**src/common/cu_pkg.sv**
```systemverilog
// Shared types for the graph compute unit
// Byte addresses are 48 bits wide and vertex records are 8 bytes apart
// Read tags carry only the low 8 bits of the vertex index

`default_nettype none

package cu_pkg;

	//////////////////////////////////////////////////////////////////////
	// Widths with a meaning
	//////////////////////////////////////////////////////////////////////

	typedef logic [47:0] addr_t;
	typedef logic [31:0] vertex_count_t;
	typedef logic [31:0] edge_count_t;
	typedef logic [15:0] degree_t;
	typedef logic [7:0]  tag_t;
	// Nonzero once the host has configured the unit
	typedef logic [63:0] config_t;

	// Stride between vertex records in memory
	localparam int VERTEX_BYTES = 8;

	//////////////////////////////////////////////////////////////////////
	// Grouped signals
	//////////////////////////////////////////////////////////////////////

	// Work descriptor from the host
	typedef struct packed {
		logic          valid;
		addr_t         vertex_base;
		vertex_count_t num_vertices;
		edge_count_t   num_edges;
	} wed_t;

	// Results back to the host
	typedef struct packed {
		vertex_count_t var1;
		edge_count_t   var2;
	} cu_return_t;

	// One read command toward memory
	typedef struct packed {
		logic  valid;
		tag_t  tag;
		addr_t address;
	} read_command_t;

	// One read response, a single vertex record
	typedef struct packed {
		logic    valid;
		tag_t    tag;
		degree_t degree;
	} read_response_t;

	// One vertex job handed to control
	typedef struct packed {
		logic          valid;
		vertex_count_t id;
		degree_t       degree;
	} vertex_job_t;

	// Control FSM
	typedef enum logic [1:0] {
		IDLE,
		RUN,
		DONE
	} cu_state_t;

endpackage

`default_nettype wire

```
**src/hdl/cu_control.sv**
```systemverilog
// Job control for the compute unit
// Inputs count only while the registered enable is high
// A descriptor is taken when it is valid and differs from the one held,
// and never during RUN, so the same job cannot be run twice in a row
// Done needs both sums to match the descriptor exactly

`timescale 1ns/1ns
`default_nettype none

module cu_control (
	input  logic                  clock,
	input  logic                  rstn,
	input  logic                  enabled_in,
	input  cu_pkg::wed_t          wed_request,
	input  cu_pkg::config_t       cu_configure,
	input  cu_pkg::vertex_job_t   vertex_job,
	input  logic                  issuer_busy,
	output logic                  start,
	output cu_pkg::addr_t         vertex_base,
	output cu_pkg::vertex_count_t num_vertices,
	output logic                  vertex_pop,
	output cu_pkg::cu_return_t    cu_return,
	output logic                  cu_done,
	output cu_pkg::config_t       cu_status
);

	logic                  enabled;
	cu_pkg::wed_t          wed_latched;
	cu_pkg::config_t       config_latched;
	cu_pkg::cu_state_t     state;
	cu_pkg::vertex_count_t vertex_counter;
	cu_pkg::edge_count_t   edge_counter;
	logic                  wed_new;
	logic                  cu_ready;
	logic                  sums_match;

	//////////////////////////////////////////////////////////////////////
	// Enable and input latching
	//////////////////////////////////////////////////////////////////////

	always_ff @(posedge clock or negedge rstn) begin
		if (!rstn) begin
			enabled <= 1'b0;
		end else begin
			enabled <= enabled_in;
		end
	end

	// New job only between jobs
	assign wed_new = enabled && wed_request.valid && (wed_request != wed_latched) &&
		(state != cu_pkg::RUN);
	assign cu_ready = (|config_latched) && wed_latched.valid;

	always_ff @(posedge clock or negedge rstn) begin
		if (!rstn) begin
			wed_latched    <= '0;
			config_latched <= '0;
		end else begin
			if (wed_new) begin
				wed_latched <= wed_request;
			end
			// Zero word keeps the last setting
			if (enabled && (|cu_configure)) begin
				config_latched <= cu_configure;
			end
		end
	end

	assign vertex_base  = wed_latched.vertex_base;
	assign num_vertices = wed_latched.num_vertices;

	//////////////////////////////////////////////////////////////////////
	// Job FSM
	//////////////////////////////////////////////////////////////////////

	always_ff @(posedge clock or negedge rstn) begin
		if (!rstn) begin
			state   <= cu_pkg::IDLE;
			start   <= 1'b0;
			cu_done <= 1'b0;
		end else begin
			start <= 1'b0;
			if (wed_new) begin
				state   <= cu_pkg::IDLE;
				cu_done <= 1'b0;
			end else begin
				case (state)
					cu_pkg::IDLE: begin
						// Start pulse one cycle after both are held
						if (cu_ready) begin
							start <= 1'b1;
							state <= cu_pkg::RUN;
						end
					end
					cu_pkg::RUN: begin
						if (sums_match) begin
							state   <= cu_pkg::DONE;
							cu_done <= 1'b1;
						end
					end
					default: begin
						// DONE holds until the next descriptor
					end
				endcase
			end
		end
	end

	// Jobs consumed on the edge they are seen
	assign vertex_pop = (state == cu_pkg::RUN);

	//////////////////////////////////////////////////////////////////////
	// Vertex and edge sums
	//////////////////////////////////////////////////////////////////////

	always_ff @(posedge clock or negedge rstn) begin
		if (!rstn) begin
			vertex_counter <= '0;
			edge_counter   <= '0;
			sums_match     <= 1'b0;
		end else begin
			if (wed_new) begin
				vertex_counter <= '0;
				edge_counter   <= '0;
			end else if (vertex_pop && vertex_job.valid) begin
				vertex_counter <= vertex_counter + 1'b1;
				edge_counter   <= edge_counter + cu_pkg::edge_count_t'(vertex_job.degree);
			end
			// One cycle from last count to match, one more to done
			sums_match <= !wed_new && (state == cu_pkg::RUN) && !start && !issuer_busy &&
				(vertex_counter == wed_latched.num_vertices) &&
				(edge_counter == wed_latched.num_edges);
		end
	end

	// Host side outputs follow the enable
	always_ff @(posedge clock or negedge rstn) begin
		if (!rstn) begin
			cu_return <= '0;
			cu_status <= '0;
		end else if (enabled) begin
			cu_return.var1 <= vertex_counter;
			cu_return.var2 <= edge_counter;
			cu_status      <= config_latched;
		end
	end

	//////////////////////////////////////////////////////////////////////
	// Checks
	//////////////////////////////////////////////////////////////////////

	// Queue must be drained before a job starts
	a_no_job_in_idle: assert property (@(posedge clock) disable iff (!rstn)
		(state == cu_pkg::IDLE) |-> !vertex_job.valid)
		else $error("vertex job valid while control is idle");

	a_vertex_bound: assert property (@(posedge clock) disable iff (!rstn)
		vertex_counter <= wed_latched.num_vertices)
		else $error("vertex count %0d above descriptor %0d", vertex_counter,
			wed_latched.num_vertices);

	// Jobs consumed in vertex order, ids compared in tag width
	a_job_order: assert property (@(posedge clock) disable iff (!rstn)
		(vertex_pop && vertex_job.valid) |->
		(cu_pkg::tag_t'(vertex_job.id) == cu_pkg::tag_t'(vertex_counter)))
		else $error("vertex job id %0d, expected %0d", vertex_job.id, vertex_counter);

endmodule

`default_nettype wire

```
**src/vertex_job/vertex_read_issuer.sv**
```systemverilog
// Walks the vertex array in index order, one read per cycle at most
// Each read takes one memory credit and one queue slot credit
// A start during a running walk restarts it from index zero

`timescale 1ns/1ns
`default_nettype none

module vertex_read_issuer #(
	parameter int MEM_CREDITS = 4,
	parameter int QUEUE_DEPTH = 8
) (
	input  logic                  clock,
	input  logic                  rstn,
	input  logic                  start,
	input  cu_pkg::addr_t         vertex_base,
	input  cu_pkg::vertex_count_t num_vertices,
	input  logic                  cmd_credit,
	input  logic                  slot_credit,
	output cu_pkg::read_command_t read_command,
	output logic                  busy
);

	localparam int MCW = $clog2(MEM_CREDITS + 1);
	localparam int SCW = $clog2(QUEUE_DEPTH + 1);

	cu_pkg::addr_t         base;
	cu_pkg::vertex_count_t index;
	cu_pkg::vertex_count_t count;
	logic [MCW-1:0]        mem_credits;
	logic [SCW-1:0]        slot_credits;
	cu_pkg::addr_t         cur_base;
	cu_pkg::vertex_count_t cur_index;
	cu_pkg::vertex_count_t cur_count;
	logic                  issue;

	// Start bypass so the first read leaves the cycle after start
	assign cur_base  = start ? vertex_base : base;
	assign cur_index = start ? '0 : index;
	assign cur_count = start ? num_vertices : count;

	assign issue = (cur_index < cur_count) && (mem_credits != '0) && (slot_credits != '0);

	always_ff @(posedge clock) begin
		if (start) begin
			base <= vertex_base;
		end
	end

	//////////////////////////////////////////////////////////////////////
	// Walk and credit pools
	//////////////////////////////////////////////////////////////////////

	always_ff @(posedge clock or negedge rstn) begin
		if (!rstn) begin
			index        <= '0;
			count        <= '0;
			mem_credits  <= MCW'(MEM_CREDITS);
			slot_credits <= SCW'(QUEUE_DEPTH);
			read_command <= '0;
		end else begin
			if (start) begin
				count <= num_vertices;
			end
			if (start || issue) begin
				index <= cur_index + cu_pkg::vertex_count_t'(issue);
			end
			mem_credits  <= mem_credits - MCW'(issue) + MCW'(cmd_credit);
			slot_credits <= slot_credits - SCW'(issue) + SCW'(slot_credit);
			// Address is base plus index times record size
			read_command.valid <= issue;
			if (issue) begin
				read_command.tag     <= cu_pkg::tag_t'(cur_index);
				read_command.address <= cur_base +
					cu_pkg::addr_t'(cur_index) * cu_pkg::addr_t'(cu_pkg::VERTEX_BYTES);
			end
		end
	end

	// Low once the last read is on the bus
	assign busy = (index < count);

	// Returned credits never exceed what was handed out
	a_credit_bound: assert property (@(posedge clock) disable iff (!rstn)
		(mem_credits <= MCW'(MEM_CREDITS)) && (slot_credits <= SCW'(QUEUE_DEPTH)))
		else $error("credit overflow mem %0d slot %0d", mem_credits, slot_credits);

endmodule

`default_nettype wire

```
**src/vertex_job/vertex_response_queue.sv**
```systemverilog
// Vertex record FIFO between memory and control
// Never refuses a beat, the issuer reserves a slot per read
// A zero tag out of sequence restarts the vertex id for a new job, so
// after a job of a multiple of 256 vertices the ids keep counting

`timescale 1ns/1ns
`default_nettype none

module vertex_response_queue #(
	parameter int QUEUE_DEPTH = 8
) (
	input  logic                   clock,
	input  logic                   rstn,
	input  cu_pkg::read_response_t read_response,
	input  logic                   pop,
	output cu_pkg::vertex_job_t    vertex_job,
	output logic                   slot_credit
);

	localparam int AW = (QUEUE_DEPTH > 1) ? $clog2(QUEUE_DEPTH) : 1;
	localparam int CW = $clog2(QUEUE_DEPTH + 1);
	localparam logic [AW-1:0] LAST = AW'(QUEUE_DEPTH - 1);

	cu_pkg::degree_t       degree_mem [QUEUE_DEPTH];
	cu_pkg::vertex_count_t id_mem [QUEUE_DEPTH];
	logic [AW-1:0]         wr_ptr;
	logic [AW-1:0]         rd_ptr;
	logic [CW-1:0]         fill;
	cu_pkg::vertex_count_t wr_id;
	cu_pkg::vertex_count_t rec_id;
	logic                  new_job;
	logic                  push;
	logic                  do_pop;

	// Id of the incoming record
	assign new_job = (read_response.tag == '0) && (cu_pkg::tag_t'(wr_id) != '0);
	assign rec_id  = new_job ? '0 : wr_id;

	assign push   = read_response.valid;
	assign do_pop = pop && (fill != '0);

	//////////////////////////////////////////////////////////////////////
	// Storage
	//////////////////////////////////////////////////////////////////////

	always_ff @(posedge clock) begin
		if (push) begin
			degree_mem[wr_ptr] <= read_response.degree;
			id_mem[wr_ptr]     <= rec_id;
		end
	end

	//////////////////////////////////////////////////////////////////////
	// Pointers, fill level and slot return
	//////////////////////////////////////////////////////////////////////

	always_ff @(posedge clock or negedge rstn) begin
		if (!rstn) begin
			wr_ptr      <= '0;
			rd_ptr      <= '0;
			fill        <= '0;
			wr_id       <= '0;
			slot_credit <= 1'b0;
		end else begin
			if (push) begin
				wr_ptr <= (wr_ptr == LAST) ? '0 : wr_ptr + 1'b1;
				wr_id  <= rec_id + 1'b1;
			end
			if (do_pop) begin
				rd_ptr <= (rd_ptr == LAST) ? '0 : rd_ptr + 1'b1;
			end
			fill <= fill + CW'(push) - CW'(do_pop);
			// One slot back per pop
			slot_credit <= do_pop;
		end
	end

	// Head record, visible the edge after its write
	assign vertex_job.valid  = (fill != '0);
	assign vertex_job.id     = id_mem[rd_ptr];
	assign vertex_job.degree = degree_mem[rd_ptr];

	// In order answers from memory
	a_tag_order: assert property (@(posedge clock) disable iff (!rstn)
		read_response.valid |-> (read_response.tag == cu_pkg::tag_t'(rec_id)))
		else $error("tag %0h out of order, expected %0h", read_response.tag,
			cu_pkg::tag_t'(rec_id));

	a_no_overflow: assert property (@(posedge clock) disable iff (!rstn)
		read_response.valid |-> (fill != CW'(QUEUE_DEPTH)))
		else $error("response written into a full queue");

endmodule

`default_nettype wire

```
**src/hdl/cu_top.sv**
```systemverilog
// Graph compute unit top, one job at a time
// Memory must answer reads in order, one record per beat
// MEM_CREDITS is the number of reads memory accepts in flight

`timescale 1ns/1ns
`default_nettype none

module cu_top #(
	parameter int MEM_CREDITS = 4,
	parameter int QUEUE_DEPTH = 8
) (
	input  logic                   clock,
	input  logic                   rstn,
	input  logic                   enabled_in,
	input  cu_pkg::wed_t           wed_request,
	input  cu_pkg::config_t        cu_configure,
	input  cu_pkg::read_response_t read_response,
	input  logic                   cmd_credit,
	output cu_pkg::read_command_t  read_command,
	output cu_pkg::cu_return_t     cu_return,
	output logic                   cu_done,
	output cu_pkg::config_t        cu_status
);

	logic                  start;
	cu_pkg::addr_t         vertex_base;
	cu_pkg::vertex_count_t num_vertices;
	logic                  issuer_busy;
	logic                  slot_credit;
	logic                  vertex_pop;
	cu_pkg::vertex_job_t   vertex_job;

	//////////////////////////////////////////////////////////////////////
	// Job control
	//////////////////////////////////////////////////////////////////////

	cu_control u_control (
		.clock        (clock),
		.rstn         (rstn),
		.enabled_in   (enabled_in),
		.wed_request  (wed_request),
		.cu_configure (cu_configure),
		.vertex_job   (vertex_job),
		.issuer_busy  (issuer_busy),
		.start        (start),
		.vertex_base  (vertex_base),
		.num_vertices (num_vertices),
		.vertex_pop   (vertex_pop),
		.cu_return    (cu_return),
		.cu_done      (cu_done),
		.cu_status    (cu_status)
	);

	//////////////////////////////////////////////////////////////////////
	// Read side, two credit loops
	//////////////////////////////////////////////////////////////////////

	vertex_read_issuer #(
		.MEM_CREDITS (MEM_CREDITS),
		.QUEUE_DEPTH (QUEUE_DEPTH)
	) u_issuer (
		.clock        (clock),
		.rstn         (rstn),
		.start        (start),
		.vertex_base  (vertex_base),
		.num_vertices (num_vertices),
		.cmd_credit   (cmd_credit),
		.slot_credit  (slot_credit),
		.read_command (read_command),
		.busy         (issuer_busy)
	);

	vertex_response_queue #(
		.QUEUE_DEPTH (QUEUE_DEPTH)
	) u_queue (
		.clock         (clock),
		.rstn          (rstn),
		.read_response (read_response),
		.pop           (vertex_pop),
		.vertex_job    (vertex_job),
		.slot_credit   (slot_credit)
	);

endmodule

`default_nettype wire

```
**config.mk**
```make
export PLATFORM = sky130hd
export DESIGN_NAME = cu_top
export DESIGN_NICKNAME = d
export VERILOG_FILES = /design/src/common/cu_pkg.sv /design/src/hdl/cu_control.sv /design/src/vertex_job/vertex_read_issuer.sv /design/src/vertex_job/vertex_response_queue.sv /design/src/hdl/cu_top.sv
export SDC_FILE = /design/constraint.sdc
export NUM_CORES = 1
export LEC_CHECK = 0
export ABC_CLOCK_PERIOD_IN_PS = 8100
export BUFFER_PORTS_ARGS = -buffer_cell sky130_fd_sc_hd__buf_2
export CORE_MARGIN = 10
export CORE_UTILIZATION = 59
export CTS_CLUSTER_DIAMETER = 150
export CTS_CLUSTER_SIZE = 10
export DETAILED_ROUTE_END_ITERATION = 10
export HOLD_SLACK_MARGIN = 0.02
export MAX_ROUTING_LAYER = met4
export PLACE_DENSITY = 0.77
export SLEW_MARGIN = 30
export SYNTH_ARGS = -nofsm -noshare
export SYNTH_HDL_FRONTEND = slang
export SYNTH_SLANG_ARGS = --single-unit
```
**constraint.sdc**
```tcl
create_clock -name clock -period 8.1 [get_ports clock]
set_clock_uncertainty 0.2 [all_clocks]
set_input_delay 0.81 -clock clock [delete_from_list [all_inputs] [get_ports clock]]
set_output_delay 0.81 -clock clock [all_outputs]
set_load 0.01 [all_outputs]
```
==> load_flow_metrics.sql <==
INSERT INTO impl_metrics (metric_group, metric, value, unit) VALUES
('synth', 'yosys_warnings', '0', ''),
('clock_tree', 'cts_htree_levels', '3', ''),
('worst_setup_path', 'worst_path_arrival', '6.13', 'ns'),
('timing', 'max_clock_freq', '171', 'MHz'),
('worst_setup_path', 'crit_path_top_delay_cell', 'dfrtp_4', ''),
('worst_setup_path', 'critical_path_depth', '20', ''),
('synth', 'ys_seq_elements', '690', ''),
('timing', 'rsz0062_at_grt', 'false', ''),
('worst_setup_path', 'crit_family', 'compound AO/OA/AOI/OAI gates', ''),
('run', 'drv.max_cap_violation_count', '0', ''),
('worst_setup_path', 'critical-path-max-stage-delay', '0.65', 'ns'),
('worst_setup_path', 'crit_path_end', 'u_issuer.index[28]', ''),
('placement', 'placement.setup.worst_slack', '2.18', 'ns'),
('cells_and_area', 'finish.instance_area', '38400', 'um2'),
('grt', 'antenna_found_initial', '15', ''),
('detailed_routing', 'drt_first_iter_violations', '2025', ''),
('worst_setup_path', 'timing.setup.critical_path_class', 'reg -> reg', ''),
('clock_tree', 'cts_root_buffer', 'clkbuf_16', ''),
('run_status', 'run_status', 'finished, final reports clean', ''),
('placement', 'routabilityCongestion', '0.951', ''),
('timing', 'fin_setup_tns', '0', 'ns'),
('timing', 'post-route-worst-setup-slack', '2.27', 'ns'),
('die', 'area_of_the_die', '66300', 'um2'),
('power', 'power.leakage', '16.9', 'nW'),
('power', 'net_switching_power_figure', '4.95', 'mW'),
('clock_tree', 'clk_transition_reported_paths', '0.06', 'ns'),
('synth', 'synth-seq-area-share', '53.1', '%'),
('hold_path', 'worst_hold_path_type', 'in -> reg', ''),
('die', 'die_x', '257', 'um'),
('die', 'floorplan.die.height', '257', 'um'),
('cells_and_area', 'area_growth', '15.4', '%'),
('power', 'report.power.total', '13.4', 'mW'),
('synth', 'synth_fp_nets', '3086', ''),
('worst_setup_path', 'critical_path_required', '8.40', 'ns'),
('placement', 'buffers_on_ports', '383', ''),
('worst_setup_path', 'regToRegEndpoint', 'u_issuer.index[28]', ''),
('grt', 'gr-total-overflow', '0', ''),
('power', 'power.share.sequential', '39.6', '%'),
('detailed_routing', 'drt-pass1-iter-count', '5', ''),
('detailed_routing', 'route.detailed.drc', '0', ''),
('grt', 'grt_usage', '29.5', '%'),
('cells_and_area', 'final_layout_size_suffix_gt1_share', '28.5', '%'),
('die', 'row_count', '86', ''),
('timing', 'final_hold_viol_count', '0', ''),
('clock_tree', 'cts_tree', 'yes', ''),
('clock_tree', 'tritoncts_num_sinks', '690', ''),
('worst_setup_path', 'timing.rr.start', 'u_control.start', ''),
('synth', 'number_of_enable_flip_flop_cells_after_synthesis', '128', ''),
('worst_setup_path', 'critical_path_launch_point', 'u_control.start', ''),
('power', 'internal_power_contribution', '8.46', 'mW'),
('power', 'worst_ir_drop_vdd', '272', 'uV'),
('cells_and_area', 'fillCellCount', '3983', ''),
('synth', 'synth.cell_area', '33300', 'um2'),
('synth', 'postSynthAreaPerCell', '12.1', 'um2'),
('grt', 'grt_pass1_vias', '24016', ''),
('detailed_routing', 'routed_wire_length_per_instance', '24.6', 'um'),
('worst_setup_path', 'critical_path.n_buffers_inverters', '4', ''),
('power', 'pwr-share-clk', '24.0', '%'),
('power', 'power.share.combinational', '36.4', '%'),
('worst_setup_path', 'crit_fanout', '58', ''),
('timing', 'max_slew_margin', '34.5', '%'),
('power', 'sw_frac_of_total', '36.9', '%'),
('die', 'effective_utilization_at_floorplan', '60.0', '%'),
('clock_tree', 'clock_latency', '0.63', 'ns'),
('detailed_routing', 'route.final.wire_length', '96.9', 'mm'),
('timing', 'measured_slew_at_the_worst_slew_check_pin', '0.982', 'ns'),
('die', 'core', '55400', 'um2'),
('worst_setup_path', 'worst_setup_ep_type', 'flip-flop', ''),
('synth', 'synth-async-reset-ratio', '74.5', '%'),
('worst_setup_path', 'setup.worst_path.start_class', 'flip-flop', ''),
('worst_setup_path', 'r2r_cells', '20', '');
routing by layer:
| layer | global-route usage, % | up-vias | share of wire (%) |
|---|---|---|---|
| li1 | - | 10637 | - |
| met1 | 39.1 | 12092 | 43 |
| met2 | 45.5 | 914 | 47 |
| met3 | 6.47 | 146 | 8.1 |
| met4 | 7.78 | 0 | 2.3 |
| met5 | - | - | 0 |
power groups by stage:
stage | combinational, mW | clock [mW] | sequential [mW]
finish | 4.88 | 3.21 | 5.31
global route | 5.35 | 3.40 | 5.39
CTS | 4.85 | 3.26 | 5.30
detailed placement | 4.79 | 0 | 5.35
global placement | 4.61 | 0 | 5.30
floorplan | 3.22 | 0 | 5.17
cell usage after synthesis, types with 56 or more instances:
cell	count	area (um2)
a21oi_1	93	465
clkbuf_1	71	267
dfrtp_1	512	12800
edfxtp_1	128	3840
ha_1	128	1600
inv_1	123	462
mux2_2	355	4000
nand2_1	192	721
nand4_1	73	457
nor2_1	134	503
nor4_1	56	350
o21ai_0	83	415
xnor2_1	142	1240
xor2_1	125	1090
timing repair:
| action | CTS | global route |
|---|---|---|
| hold endpoints to repair | 0 | 33 |
| hold buffers | 0 | 1 |
| resized for setup | 0 | 0 |
| setup buffers | 0 | 0 |
cell usage in the layout, fill, tap and decap left out, drive strengths merged, types with 32 or more instances in the layout:
master and n:
nand4 73, a21o 35, nand3 42, clkbuf 120, inv 127, nand2 192, mux4 32, o21ai 86
nor2b 41, ha 128, edfxtp 128, nor4 56, dfxtp 48, buf 408, mux2 383, o21a 36
nor2 134, xnor2 142, dfrtp 512, xor2 125, a21oi 93
flip-flops by register name (all words and copies together), names as in the netlist, 3 cells and up:
signal and count:
u_issuer.slot_credits 4, u_issuer.base 48, u_issuer.count 32, u_queue.fill 4, u_control.cu_status 64, u_control.cu_return 64, u_issuer.mem_credits 3, u_issuer.read_command 57
u_control.num_vertices 32, u_control.wed_latched 33, u_queue.rd_ptr 3, u_queue.degree_mem 128, u_queue.wr_ptr 3, u_control.edge_counter 32, u_control.config_latched 64, u_issuer.index 32
u_control.vertex_counter 32, u_control.vertex_base 48
kinds of logic (layout without fill, tap and decap cells):
family	after synthesis	count (layout)	share of synthesized area (%)
xor+xnor	267	267	7.03
compound gates	358	358	6.98
mux	422	422	15.3
simple gates	648	648	9.68
fa+ha+maj	133	133	5.12
buf+inv	229	661	2.72
other cells	0	18	0
flops	690	690	53.1
layout make-up:
cell class | count | area (um2) | share of cell area, %
repair buffers | 409 | 2200 | 5.74
clock inverters | 7 | 144 | 0.375
clock buffers | 120 | 2110 | 5.50
multi-input cells | 1828 | 14800 | 38.5
diodes | 18 | 45.0 | 0.117
well taps | 748 | 936 | 2.44
inverters | 125 | 469 | 1.22
flip-flops and latches | 690 | 17700 | 46.1
how the worst min path moves through the flow:
stage | start | end | cells after the start
floorplan | u_issuer.base[0] | u_issuer.base[0] | 1
global placement | u_issuer.base[0] | u_issuer.base[0] | 1
detailed placement | u_issuer.read_command[22] | u_issuer.read_command[22] | 2
CTS | enabled_in | u_control.enabled | 1
global route | enabled_in | u_control.enabled | 1
finish | enabled_in | u_control.enabled | 1
through the flow:
step           hold slack (ns)  std cells  utilization, %
3_3_place_gp             0.258       3795            64.8
6_report                0.0924       3945            69.2
5_1_grt                 0.0802       3941            69.2
2_1_floorplan            0.247       2747               -
4_1_cts                 0.0736       3922            68.9
3_5_place_dp             0.266       3795            64.9
Power figures use the tool's default switching activity.
